**config.mk**
```make
export PLATFORM = sky130hd
export DESIGN_NAME = ads868x_top
export DESIGN_NICKNAME = d
export VERILOG_FILES = /design/src/common/ads868x_pkg.sv /design/src/common/ads868x_regs_pkg.sv /design/src/common/spi_byte_if.sv /design/src/ads868x/ads868x_regs.sv /design/src/ads868x/ads868x_conv_ctrl.sv /design/src/ads868x/ads868x_scale.sv /design/src/verilog/spi_master.sv /design/src/verilog/ads868x_top.sv
export SDC_FILE = /design/constraint.sdc
export NUM_CORES = 1
export LEC_CHECK = 0
export BUFFER_PORTS_ARGS = -buffer_cell sky130_fd_sc_hd__buf_4
export CORE_AREA = 2 2 203 205
export CTS_CLUSTER_SIZE = 40
export DETAILED_ROUTE_END_ITERATION = 7
export DIE_AREA = 0 0 205 207
export PLACE_DENSITY_LB_ADDON = 0.05
export SLEW_MARGIN = 10
export SYNTH_ARGS = -nofsm -noshare
export SYNTH_HDL_FRONTEND = slang
export SYNTH_SLANG_ARGS = --single-unit
export TNS_END_PERCENT = 50
```
**constraint.sdc**
```tcl
create_clock -name aclk -period 6.23 [get_ports aclk]
set_clock_uncertainty 0.15 [all_clocks]
set_input_delay 0.3115 -clock aclk [delete_from_list [all_inputs] [get_ports aclk]]
set_output_delay 0.3115 -clock aclk [all_outputs]
set_load 0.005 [all_outputs]
```
**src/common/ads868x_pkg.sv**
```systemverilog
// Converter, SPI frame and sample constants with the channel and sample types

package ads868x_pkg;

    // ==========================================================================
    // Converter and output stream
    // ==========================================================================
    localparam int sample_width = 16;
    // Signed Q1.15
    localparam int coe_width    = 16;
    localparam int out_width    = 32;

    // Analog mux
    localparam int max_channels = 8;
    localparam int chan_width   = 3;

    // ==========================================================================
    // SPI frame and timing, in aclk cycles
    // ==========================================================================
    localparam int frame_bytes     = 4;
    localparam int sck_half_period = 4;
    // Wait after each mux change
    localparam int settle_cycles   = 16;

    typedef logic [chan_width-1:0]   chan_t;
    typedef logic [sample_width-1:0] sample_t;

endpackage

```
**src/common/ads868x_regs_pkg.sv**
```systemverilog
// Register bus width, register map, reset values and identification word

package ads868x_regs_pkg;

    // Word addresses
    localparam int up_addr_width = 10;

    // ==========================================================================
    // Register map
    // ==========================================================================
    localparam logic [up_addr_width-1:0] addr_id           = 10'd0;
    localparam logic [up_addr_width-1:0] addr_ctrl         = 10'd1;
    localparam logic [up_addr_width-1:0] addr_mux_en       = 10'd2;
    localparam logic [up_addr_width-1:0] addr_coe          = 10'd3;
    localparam logic [up_addr_width-1:0] addr_chan_count   = 10'd4;
    localparam logic [up_addr_width-1:0] addr_sample_count = 10'd5;

    // Reset values
    localparam logic [31:0] id_value         = 32'h0868_0001;
    localparam logic [15:0] coe_reset        = 16'h7fff;
    localparam logic [3:0]  chan_count_reset = 4'd8;

endpackage

```
**src/common/spi_byte_if.sv**
```systemverilog
// Byte stream interface between the scan controller and the SPI master
`timescale 1ns/1ps

interface spi_byte_if;

    logic [7:0] tx_data;
    logic       tx_valid;
    logic       tx_ready;
    logic [7:0] rx_data;
    logic       rx_valid;
    // Chip select held low while set
    logic       frame;

    modport controller (
        output tx_data, tx_valid, frame,
        input  tx_ready, rx_data, rx_valid
    );

    modport master (
        input  tx_data, tx_valid, frame,
        output tx_ready, rx_data, rx_valid
    );

endinterface

```
**src/ads868x/ads868x_regs.sv**
```systemverilog
// Register file on the req/ack bus with control, mux, coefficient and sample count
`timescale 1ns/1ps

module ads868x_regs (
    input  logic                                       aclk,
    input  logic                                       reset,
    input  logic                                       up_wr_req,
    input  logic [ads868x_regs_pkg::up_addr_width-1:0] up_wr_addr,
    input  logic [3:0]                                 up_wr_be,
    input  logic [31:0]                                up_wr_data,
    output logic                                       up_wr_ack,
    input  logic                                       up_rd_req,
    input  logic [ads868x_regs_pkg::up_addr_width-1:0] up_rd_addr,
    output logic [31:0]                                up_rd_data,
    output logic                                       up_rd_ack,
    input  logic                                       m_tvalid,
    input  logic                                       m_tready,
    output logic                                       enable,
    output logic                                       soft_reset,
    output logic                                       rst_pd_n,
    output logic [3:0]                                 mux_en,
    output logic signed [ads868x_pkg::coe_width-1:0]   coe,
    output logic [3:0]                                 chan_count
);
    import ads868x_pkg::*;
    import ads868x_regs_pkg::*;

    logic [31:0] sample_count;
    logic [3:0]  count_clamped;

    // Zero or out of range count selects all channels
    always_comb begin
        if (up_wr_data[7:0] == 8'd0 || up_wr_data[7:0] > 8'(max_channels))
            count_clamped = 4'(max_channels);
        else
            count_clamped = up_wr_data[3:0];
    end

    // ==========================================================================
    // Writes and acks
    // ==========================================================================
    always_ff @(posedge aclk) begin
        if (reset) begin
            up_wr_ack  <= 1'b0;
            up_rd_ack  <= 1'b0;
            soft_reset <= 1'b0;
            enable     <= 1'b0;
            rst_pd_n   <= 1'b0;
            mux_en     <= '0;
            coe        <= coe_reset;
            chan_count <= chan_count_reset;
        end else begin
            up_wr_ack  <= up_wr_req;
            up_rd_ack  <= up_rd_req;
            soft_reset <= 1'b0;
            if (up_wr_req && up_wr_be[0]) begin
                case (up_wr_addr)
                    addr_ctrl: begin
                        // Bit 0 self-clears
                        soft_reset <= up_wr_data[0];
                        enable     <= up_wr_data[1];
                        rst_pd_n   <= up_wr_data[2];
                    end
                    addr_mux_en:     mux_en     <= up_wr_data[3:0];
                    addr_coe:        coe[7:0]   <= up_wr_data[7:0];
                    addr_chan_count: chan_count <= count_clamped;
                    default: ;
                endcase
            end
            if (up_wr_req && up_wr_be[1] && up_wr_addr == addr_coe)
                coe[15:8] <= up_wr_data[15:8];
        end
    end

    // Output handshakes since reset or soft reset
    always_ff @(posedge aclk) begin
        if (reset || soft_reset)
            sample_count <= '0;
        else if (m_tvalid && m_tready)
            sample_count <= sample_count + 32'd1;
    end

    // ==========================================================================
    // Reads
    // ==========================================================================
    always_ff @(posedge aclk) begin
        if (up_rd_req) begin
            case (up_rd_addr)
                addr_id:           up_rd_data <= id_value;
                addr_ctrl:         up_rd_data <= {29'd0, rst_pd_n, enable, 1'b0};
                addr_mux_en:       up_rd_data <= {28'd0, mux_en};
                addr_coe:          up_rd_data <= {16'd0, coe};
                addr_chan_count:   up_rd_data <= {28'd0, chan_count};
                addr_sample_count: up_rd_data <= sample_count;
                default:           up_rd_data <= '0;
            endcase
        end
    end

endmodule

```
**src/ads868x/ads868x_conv_ctrl.sv**
```systemverilog
// Scan sequencer for mux select, settling, SPI frames and sample hand-off
`timescale 1ns/1ps

module ads868x_conv_ctrl (
    input  logic                 aclk,
    input  logic                 reset,
    input  logic                 soft_reset,
    input  logic                 enable,
    input  logic                 pps,
    input  logic [3:0]           chan_count,
    spi_byte_if.controller       spi,
    output ads868x_pkg::sample_t sample,
    output ads868x_pkg::chan_t   chan,
    output logic                 valid,
    input  logic                 ready,
    output logic [2:0]           ch_sel
);
    import ads868x_pkg::*;

    typedef enum logic [1:0] {
        st_idle,
        st_settle,
        st_xfer,
        st_offer
    } state_t;

    state_t                             state;
    logic                               pps_d;
    logic                               pps_rise;
    logic                               last_chan;
    logic [$clog2(settle_cycles+1)-1:0] settle_cnt;
    logic [2:0]                         tx_cnt;
    logic [1:0]                         rx_cnt;

    assign pps_rise  = pps && !pps_d;
    assign last_chan = ({1'b0, chan} + 4'd1) == chan_count;
    assign ch_sel    = chan;
    assign valid     = (state == st_offer);

    // Command bytes are all zero
    assign spi.tx_data  = 8'h00;
    assign spi.tx_valid = (state == st_xfer) && (tx_cnt != 3'(frame_bytes));

    always_ff @(posedge aclk) begin
        if (reset)
            pps_d <= 1'b0;
        else
            pps_d <= pps;
    end

    // ==========================================================================
    // Scan FSM
    // ==========================================================================
    always_ff @(posedge aclk) begin
        if (reset || soft_reset) begin
            state      <= st_idle;
            chan       <= '0;
            settle_cnt <= '0;
            tx_cnt     <= '0;
            rx_cnt     <= '0;
            spi.frame  <= 1'b0;
        end else begin
            case (state)
                st_idle: begin
                    // pps during a scan is ignored here
                    if (pps_rise && enable) begin
                        chan       <= '0;
                        settle_cnt <= ($bits(settle_cnt))'(settle_cycles - 1);
                        state      <= st_settle;
                    end
                end
                st_settle: begin
                    if (settle_cnt == '0) begin
                        spi.frame <= 1'b1;
                        tx_cnt    <= '0;
                        rx_cnt    <= '0;
                        state     <= st_xfer;
                    end else begin
                        settle_cnt <= settle_cnt - 1'b1;
                    end
                end
                st_xfer: begin
                    if (spi.tx_valid && spi.tx_ready)
                        tx_cnt <= tx_cnt + 3'd1;
                    if (spi.rx_valid) begin
                        rx_cnt <= rx_cnt + 2'd1;
                        if (rx_cnt == 2'(frame_bytes - 1)) begin
                            spi.frame <= 1'b0;
                            state     <= st_offer;
                        end
                    end
                end
                st_offer: begin
                    // Next channel only once the scaler took this one
                    if (ready) begin
                        if (last_chan) begin
                            state <= st_idle;
                        end else begin
                            chan       <= chan + 1'b1;
                            settle_cnt <= ($bits(settle_cnt))'(settle_cycles - 1);
                            state      <= st_settle;
                        end
                    end
                end
                default: state <= st_idle;
            endcase
        end
    end

    // Result sits in the first two bytes, MSB first
    always_ff @(posedge aclk) begin
        if (state == st_xfer && spi.rx_valid && rx_cnt < 2'd2)
            sample <= {sample[7:0], spi.rx_data};
    end

endmodule

```
**src/ads868x/ads868x_scale.sv**
```systemverilog
// Two-stage signed Q1.15 scaling pipeline with valid/ready flow control
`timescale 1ns/1ps

module ads868x_scale (
    input  logic                                     aclk,
    input  logic                                     reset,
    input  logic                                     soft_reset,
    input  logic signed [ads868x_pkg::coe_width-1:0] coe,
    input  ads868x_pkg::sample_t                     s_sample,
    input  ads868x_pkg::chan_t                       s_chan,
    input  logic                                     s_valid,
    output logic                                     s_ready,
    output logic [ads868x_pkg::out_width-1:0]        m_data,
    output ads868x_pkg::chan_t                       m_chan,
    output logic                                     m_valid,
    input  logic                                     m_ready
);
    import ads868x_pkg::*;

    logic signed [sample_width-1:0] s1_sample;
    logic signed [coe_width-1:0]    s1_coe;
    chan_t                          s1_chan;
    logic                           s1_valid;
    logic                           s1_adv;
    logic                           s2_adv;
    logic signed [out_width-1:0]    product;

    // Each stage moves when the one after it is empty or draining
    assign s2_adv  = !m_valid || m_ready;
    assign s1_adv  = !s1_valid || s2_adv;
    assign s_ready = s1_adv;
    assign product = s1_sample * s1_coe;

    always_ff @(posedge aclk) begin
        if (reset || soft_reset) begin
            s1_valid <= 1'b0;
            m_valid  <= 1'b0;
        end else begin
            if (s1_adv)
                s1_valid <= s_valid;
            if (s2_adv)
                m_valid <= s1_valid;
        end
    end

    always_ff @(posedge aclk) begin
        if (s1_adv) begin
            s1_sample <= s_sample;
            s1_coe    <= coe;
            s1_chan   <= s_chan;
        end
        if (s2_adv) begin
            m_data <= product;
            m_chan <= s1_chan;
        end
    end

endmodule

```
**src/verilog/spi_master.sv**
```systemverilog
// Mode 0 byte-wide SPI master with SCK divided from aclk
`timescale 1ns/1ps

module spi_master #(
    parameter int half_period = ads868x_pkg::sck_half_period
) (
    input  logic        aclk,
    input  logic        reset,
    input  logic        soft_reset,
    spi_byte_if.master  spi,
    output logic        sck,
    output logic        cs_n,
    output logic        mosi,
    input  logic        miso
);

    logic                               busy;
    logic                               edge_tick;
    logic [$clog2(half_period+1)-1:0]   div_cnt;
    logic [2:0]                         bit_cnt;
    logic [7:0]                         tx_shift;
    logic [7:0]                         rx_shift;

    // One SCK edge per half period while a byte shifts
    assign edge_tick    = busy && (div_cnt == ($bits(div_cnt))'(half_period - 1));
    assign spi.tx_ready = spi.frame && !busy;
    assign spi.rx_data  = rx_shift;
    assign mosi         = tx_shift[7];

    // ==========================================================================
    // Byte shifter
    // ==========================================================================
    always_ff @(posedge aclk) begin
        if (reset || soft_reset) begin
            busy         <= 1'b0;
            sck          <= 1'b0;
            cs_n         <= 1'b1;
            div_cnt      <= '0;
            bit_cnt      <= '0;
            tx_shift     <= '0;
            spi.rx_valid <= 1'b0;
        end else begin
            cs_n         <= !spi.frame;
            spi.rx_valid <= 1'b0;
            if (spi.tx_valid && spi.tx_ready) begin
                // MSB goes out before the first rising edge
                busy     <= 1'b1;
                tx_shift <= spi.tx_data;
                div_cnt  <= '0;
                bit_cnt  <= '0;
            end else if (busy) begin
                if (edge_tick) begin
                    div_cnt <= '0;
                    sck     <= !sck;
                    // Falling edge
                    if (sck) begin
                        if (bit_cnt == 3'd7) begin
                            busy         <= 1'b0;
                            spi.rx_valid <= 1'b1;
                        end else begin
                            bit_cnt  <= bit_cnt + 3'd1;
                            tx_shift <= {tx_shift[6:0], 1'b0};
                        end
                    end
                end else begin
                    div_cnt <= div_cnt + 1'b1;
                end
            end
        end
    end

    // MISO sampled on the rising edge
    always_ff @(posedge aclk) begin
        if (edge_tick && !sck)
            rx_shift <= {rx_shift[6:0], miso};
    end

endmodule

```
**src/verilog/ads868x_top.sv**
```systemverilog
// Top level joining the register file, scan controller, scaler and SPI master
`timescale 1ns/1ps

module ads868x_top (
    input  logic                                       aclk,
    input  logic                                       reset,
    input  logic                                       pps,
    input  logic                                       up_wr_req,
    input  logic [ads868x_regs_pkg::up_addr_width-1:0] up_wr_addr,
    input  logic [3:0]                                 up_wr_be,
    input  logic [31:0]                                up_wr_data,
    output logic                                       up_wr_ack,
    input  logic                                       up_rd_req,
    input  logic [ads868x_regs_pkg::up_addr_width-1:0] up_rd_addr,
    output logic [31:0]                                up_rd_data,
    output logic                                       up_rd_ack,
    output logic [ads868x_pkg::out_width-1:0]          m_tdata,
    output ads868x_pkg::chan_t                         m_tchan,
    output logic                                       m_tvalid,
    input  logic                                       m_tready,
    output logic                                       sck,
    output logic                                       cs_n,
    output logic                                       mosi,
    input  logic                                       miso,
    output logic                                       rst_pd_n,
    output logic                                       ch_sel_a0,
    output logic                                       ch_sel_a1,
    output logic                                       ch_sel_a2,
    output logic                                       en_tch_a,
    output logic                                       en_pch_a,
    output logic                                       en_tch_b,
    output logic                                       en_pch_b
);
    import ads868x_pkg::*;

    logic                        enable;
    logic                        soft_reset;
    logic [3:0]                  mux_en;
    logic signed [coe_width-1:0] coe;
    logic [3:0]                  chan_count;
    sample_t                     adc_sample;
    chan_t                       adc_chan;
    logic                        adc_valid;
    logic                        adc_ready;
    logic [2:0]                  ch_sel;

    spi_byte_if spi_bus ();

    ads868x_regs i_regs (
        .aclk       (aclk),
        .reset      (reset),
        .up_wr_req  (up_wr_req),
        .up_wr_addr (up_wr_addr),
        .up_wr_be   (up_wr_be),
        .up_wr_data (up_wr_data),
        .up_wr_ack  (up_wr_ack),
        .up_rd_req  (up_rd_req),
        .up_rd_addr (up_rd_addr),
        .up_rd_data (up_rd_data),
        .up_rd_ack  (up_rd_ack),
        .m_tvalid   (m_tvalid),
        .m_tready   (m_tready),
        .enable     (enable),
        .soft_reset (soft_reset),
        .rst_pd_n   (rst_pd_n),
        .mux_en     (mux_en),
        .coe        (coe),
        .chan_count (chan_count)
    );

    ads868x_conv_ctrl i_ctrl (
        .aclk       (aclk),
        .reset      (reset),
        .soft_reset (soft_reset),
        .enable     (enable),
        .pps        (pps),
        .chan_count (chan_count),
        .spi        (spi_bus.controller),
        .sample     (adc_sample),
        .chan       (adc_chan),
        .valid      (adc_valid),
        .ready      (adc_ready),
        .ch_sel     (ch_sel)
    );

    ads868x_scale i_scale (
        .aclk       (aclk),
        .reset      (reset),
        .soft_reset (soft_reset),
        .coe        (coe),
        .s_sample   (adc_sample),
        .s_chan     (adc_chan),
        .s_valid    (adc_valid),
        .s_ready    (adc_ready),
        .m_data     (m_tdata),
        .m_chan     (m_tchan),
        .m_valid    (m_tvalid),
        .m_ready    (m_tready)
    );

    spi_master i_spi (
        .aclk       (aclk),
        .reset      (reset),
        .soft_reset (soft_reset),
        .spi        (spi_bus.master),
        .sck        (sck),
        .cs_n       (cs_n),
        .mosi       (mosi),
        .miso       (miso)
    );

    // Mux pins
    assign {ch_sel_a2, ch_sel_a1, ch_sel_a0}           = ch_sel;
    assign {en_pch_b, en_tch_b, en_pch_a, en_tch_a}    = mux_en;

endmodule

```
==> qor.yml <==
run_status: "finished with violations"
violations: "negative setup slack"
hold_class: "in2reg"
crit_path_start_kind: "flip-flop"
path_class: "reg2reg"
fp.dieArea_sq_um: 42400
fill_cells: 3725
routed_wl_um: 40500
syn_area_sq_um: 17900
synth.most_common_cell: "inv_1"
initial_core_util_pct: 44.4
seqPwrFrac_pct: 47.7
yosysSeqAreaShare_pct: 31.2
gp_congestion: 0.839
instances_no_fill: 2562
diodes: 0
synth_top_area_share_pct: 29.3
drc_errors: 0
hold_viol_final: 0
cts_buffers: 25
cts_tree: "done"
min_to: "i_regs.up_rd_data[3]"
wl_per_cell_um: 15.8
slew_violations: 0
synthToLayoutAreaGrowth_pct: 23.7
place_area_sq_um: 20400
cts_max_level: 1
synth_area_per_cell_sq_um: 10.4
p_int_mw: 2.47
synth_xor_area_share_pct: 3.33
grt_pass1_vias: 13516
cts_root_buf: "clkbuf_16"
synth_compound_area_share_pct: 5.77
async_reset_ff_share_pct: 0
ff_latch_area_sq_um: 5590
ys.flop_type: "edfxtp_1"
r2r_slack_ns: -0.02
antenna_found_initial: 0
syn_inst: 1724
rows: 74
grt_pass1_wl_um: 69000
drive_gt1_share_pct: 19.4
ys_top_cells_by_count: "inv_1 (313), fa_1 (262), nand2_1 (192), and2_1 (139), edfxtp_1 (126)"
finalInstanceArea_sq_um: 22100
p_leak_nw: 10.1
ys_types: 66
overflow: 0
regToRegEndpoint: "i_scale.m_data[30]"
min_from: "up_rd_addr[1]"
grt_start_max_net_pins: 50
finalCritPeriodShare_pct: 100
p_sw_share_pct: 22.5
synth.largest_area_cell: "fa_1"
vdd_drop_max_mv: 0.172
rr_startpoint: "i_scale.s1_sample[9]"
setup_ws_ns: -0.0249
syn-num-nets: 2145
chipWidth_um: 205
total_power_mw: 3.19
hold_depth: 3
synth_edf_count: 126
r2r_cells: 20
critPathMaxFanout: 5
cap_violations: 0
worstSetupEndpointType: "flip-flop"
synthMuxAreaShare_pct: 0.922
viasPerCell: 4.90
cts.sinks: 216
crit_arrival_ns: 6.40
switching_power_mw: 0.716
clkPwrFrac_pct: 47.4
synth-simple-area-share_pct: 15.1
vias: 12559
clockBufferDepth: 3
dp_cells: 2459
p_per_area_nw_per_um2: 144
grt_usage_pct: 20.3
core-area_sq_um: 40400
ant_nets: 0
timing.setup.tns_ns: -0.0249
clk_pin_slew_worst_paths_ns: 0.06
worst_pin_slew_ns: 1.11
slew_headroom_pct: 25.2
ios: 144
period_minus_slack_ns: 6.25
ys_seq_elements: 216
drt_iter0_drc: 573
die_height_um: 207
rsz0062_at_grt: "yes"
clk_latency_ns: 0.55
firstDrtPassIters: 5
post-dp-hpwl_um: 31800
synth_top_family_by_area: "adder cells"
critPathRequiredTime_ns: 6.37
ys_warn_count: 0
numPortBuffers: 124
yosys.area_share.adder_pct: 36.0
final_core_util_pct: 54.9
ys_top_cells_by_area: "fa_1 (29%), edfxtp_1 (21%), dfxtp_1 (10%), ha_1 (6.7%), inv_1 (6.6%)"
p_comb_share_pct: 4.8
finalSetupViolations: 1
fmax_ghz: 0.160
multi_input_area_sq_um: 11300
fin_nets: 2432
-- flip-flops by register name, summed over array words and instances (netlist names), 2 cells and up --
| name | count |
|---|---|
| i_ctrl.ch_sel | 3 |
| i_ctrl.rx_cnt | 2 |
| i_spi.div_cnt | 3 |
| i_spi.spi.rx_data | 8 |
| i_regs.chan_count | 4 |
| i_ctrl.settle_cnt | 5 |
| i_ctrl.sample | 16 |
| i_regs.sample_count | 32 |
| i_scale.m_chan | 3 |
| i_scale.s1_coe | 16 |
| i_scale.s1_sample | 16 |
| i_regs.mux_en | 4 |
| i_regs.up_rd_data | 32 |
| i_ctrl.tx_cnt | 3 |
| i_scale.m_data | 32 |
| i_scale.s1_chan | 3 |
| i_regs.coe | 16 |
| i_spi.bit_cnt | 3 |
| i_ctrl.state | 2 |
-- layer usage --
| metal | part of all wire, % | track usage, % | vias to the layer above |
|---|---|---|---|
| met5 | 0 | 0 | - |
| met4 | 2.3 | 5.01 | 0 |
| met3 | 4.5 | 2.82 | 54 |
| met2 | 48 | 34.2 | 217 |
| met1 | 45 | 27.6 | 6289 |
| li1 | - | - | 5999 |
-- layout by cell type (no fill, tap or decap), types with 8 or more instances in the layout --
master,Yosys,final
nand2_1,192,189
and3_1,12,12
ha_1,96,85
nand3_1,23,21
xnor2_1,37,37
inv_1,313,306
nor2_1,108,104
fa_1,262,255
ha_4,0,11
nor3_1,18,16
nand2b_1,17,17
or3_1,12,11
and2_1,139,132
buf_4,1,261
a21o_1,9,9
a21oi_1,38,33
a22o_1,12,12
nor2b_1,9,8
clkbuf_16,0,26
a211o_1,16,16
o21ai_1,4,8
xor2_1,31,31
buf_12,0,11
dfxtp_1,90,90
o21ai_0,17,13
edfxtp_1,126,126
dlygate4sd3_1,0,34
mux2i_1,12,12
-- metrics by stage --
stage	hold WS (ns)	setup slack, ns
floorplan	0.218	0.0222
global placement	0.239	-0.167
detailed placement	0.243	-0.173
CTS	0.00110	-0.00454
global route	0.0546	-0.224
finish	0.0285	-0.0249
-- timing repair --
item	in CTS	in global routing
endpoints found under the hold margin	32	0
pin swaps	13	31
hold buffers	34	0
buffers inserted	8	15
setup endpoints to repair	7	15
gates resized for setup	19	54
-- layout make-up --
cell class	count	area share, %
Timing Repair Buffer	312	11.7
Clock buffer	30	3.05
Tap cell	532	3.01
Inverter	313	5.30
Clock inverter	16	0.797
Multi-Input combinational cell	1143	50.9
Sequential cell	216	25.2
-- worst max-delay path, stage by stage, from the launching register on --
cell and delay (ns):
edfxtp_1 0.50, buf_6 0.18, buf_12 0.12, buf_4 0.13, and2_1 0.17, fa_1 0.52
fa_1 0.42, fa_1 0.49, fa_1 0.51, fa_1 0.49, inv_1 0.05, fa_1 0.49
inv_2 0.05, ha_4 0.26, nand4_1 0.17, or4_4 0.54, nor3_4 0.27, o2111ai_2 0.16
nand2_2 0.13, o41ai_2 0.07, xnor2_1 0.13
-- worst max path at each step --
stage / startpoint / slack (ns) / endpoint / cells past startpoint
after floorplan: i_scale.s1_coe[1] / 0.02 / i_scale.m_data[31] / 19
after global placement: i_scale.s1_coe[2] / -0.17 / i_scale.m_data[31] / 21
after detailed placement: i_scale.s1_coe[4] / -0.17 / i_scale.m_data[25] / 20
after CTS: i_scale.s1_sample[9] / -0.005 / i_scale.m_data[24] / 23
after global routing: i_scale.s1_coe[2] / -0.22 / i_scale.m_data[30] / 22
final: i_scale.s1_sample[9] / -0.02 / i_scale.m_data[30] / 20
-- cells by family after synthesis --
| group | count (synthesis) |
|---|---|
| xor+xnor | 68 |
| simple gates | 554 |
| mux | 16 |
| fa+ha+maj | 358 |
| compound gates | 146 |
| other cells | 1 |
| flops | 216 |
| buf+inv | 365 |
-- power by group through the flow --
stage / clock network, mW / logic (mW) / registers [mW]
after global placement: 0 / 0.134 / 1.55
final: 1.51 / 0.155 / 1.52
after CTS: 1.56 / 0.150 / 1.52
after floorplan: 0 / 0.0538 / 1.56
after global routing: 1.62 / 0.170 / 1.52
after detailed placement: 0 / 0.135 / 1.55
No activity file was read; power rests on OpenSTA's default activity.
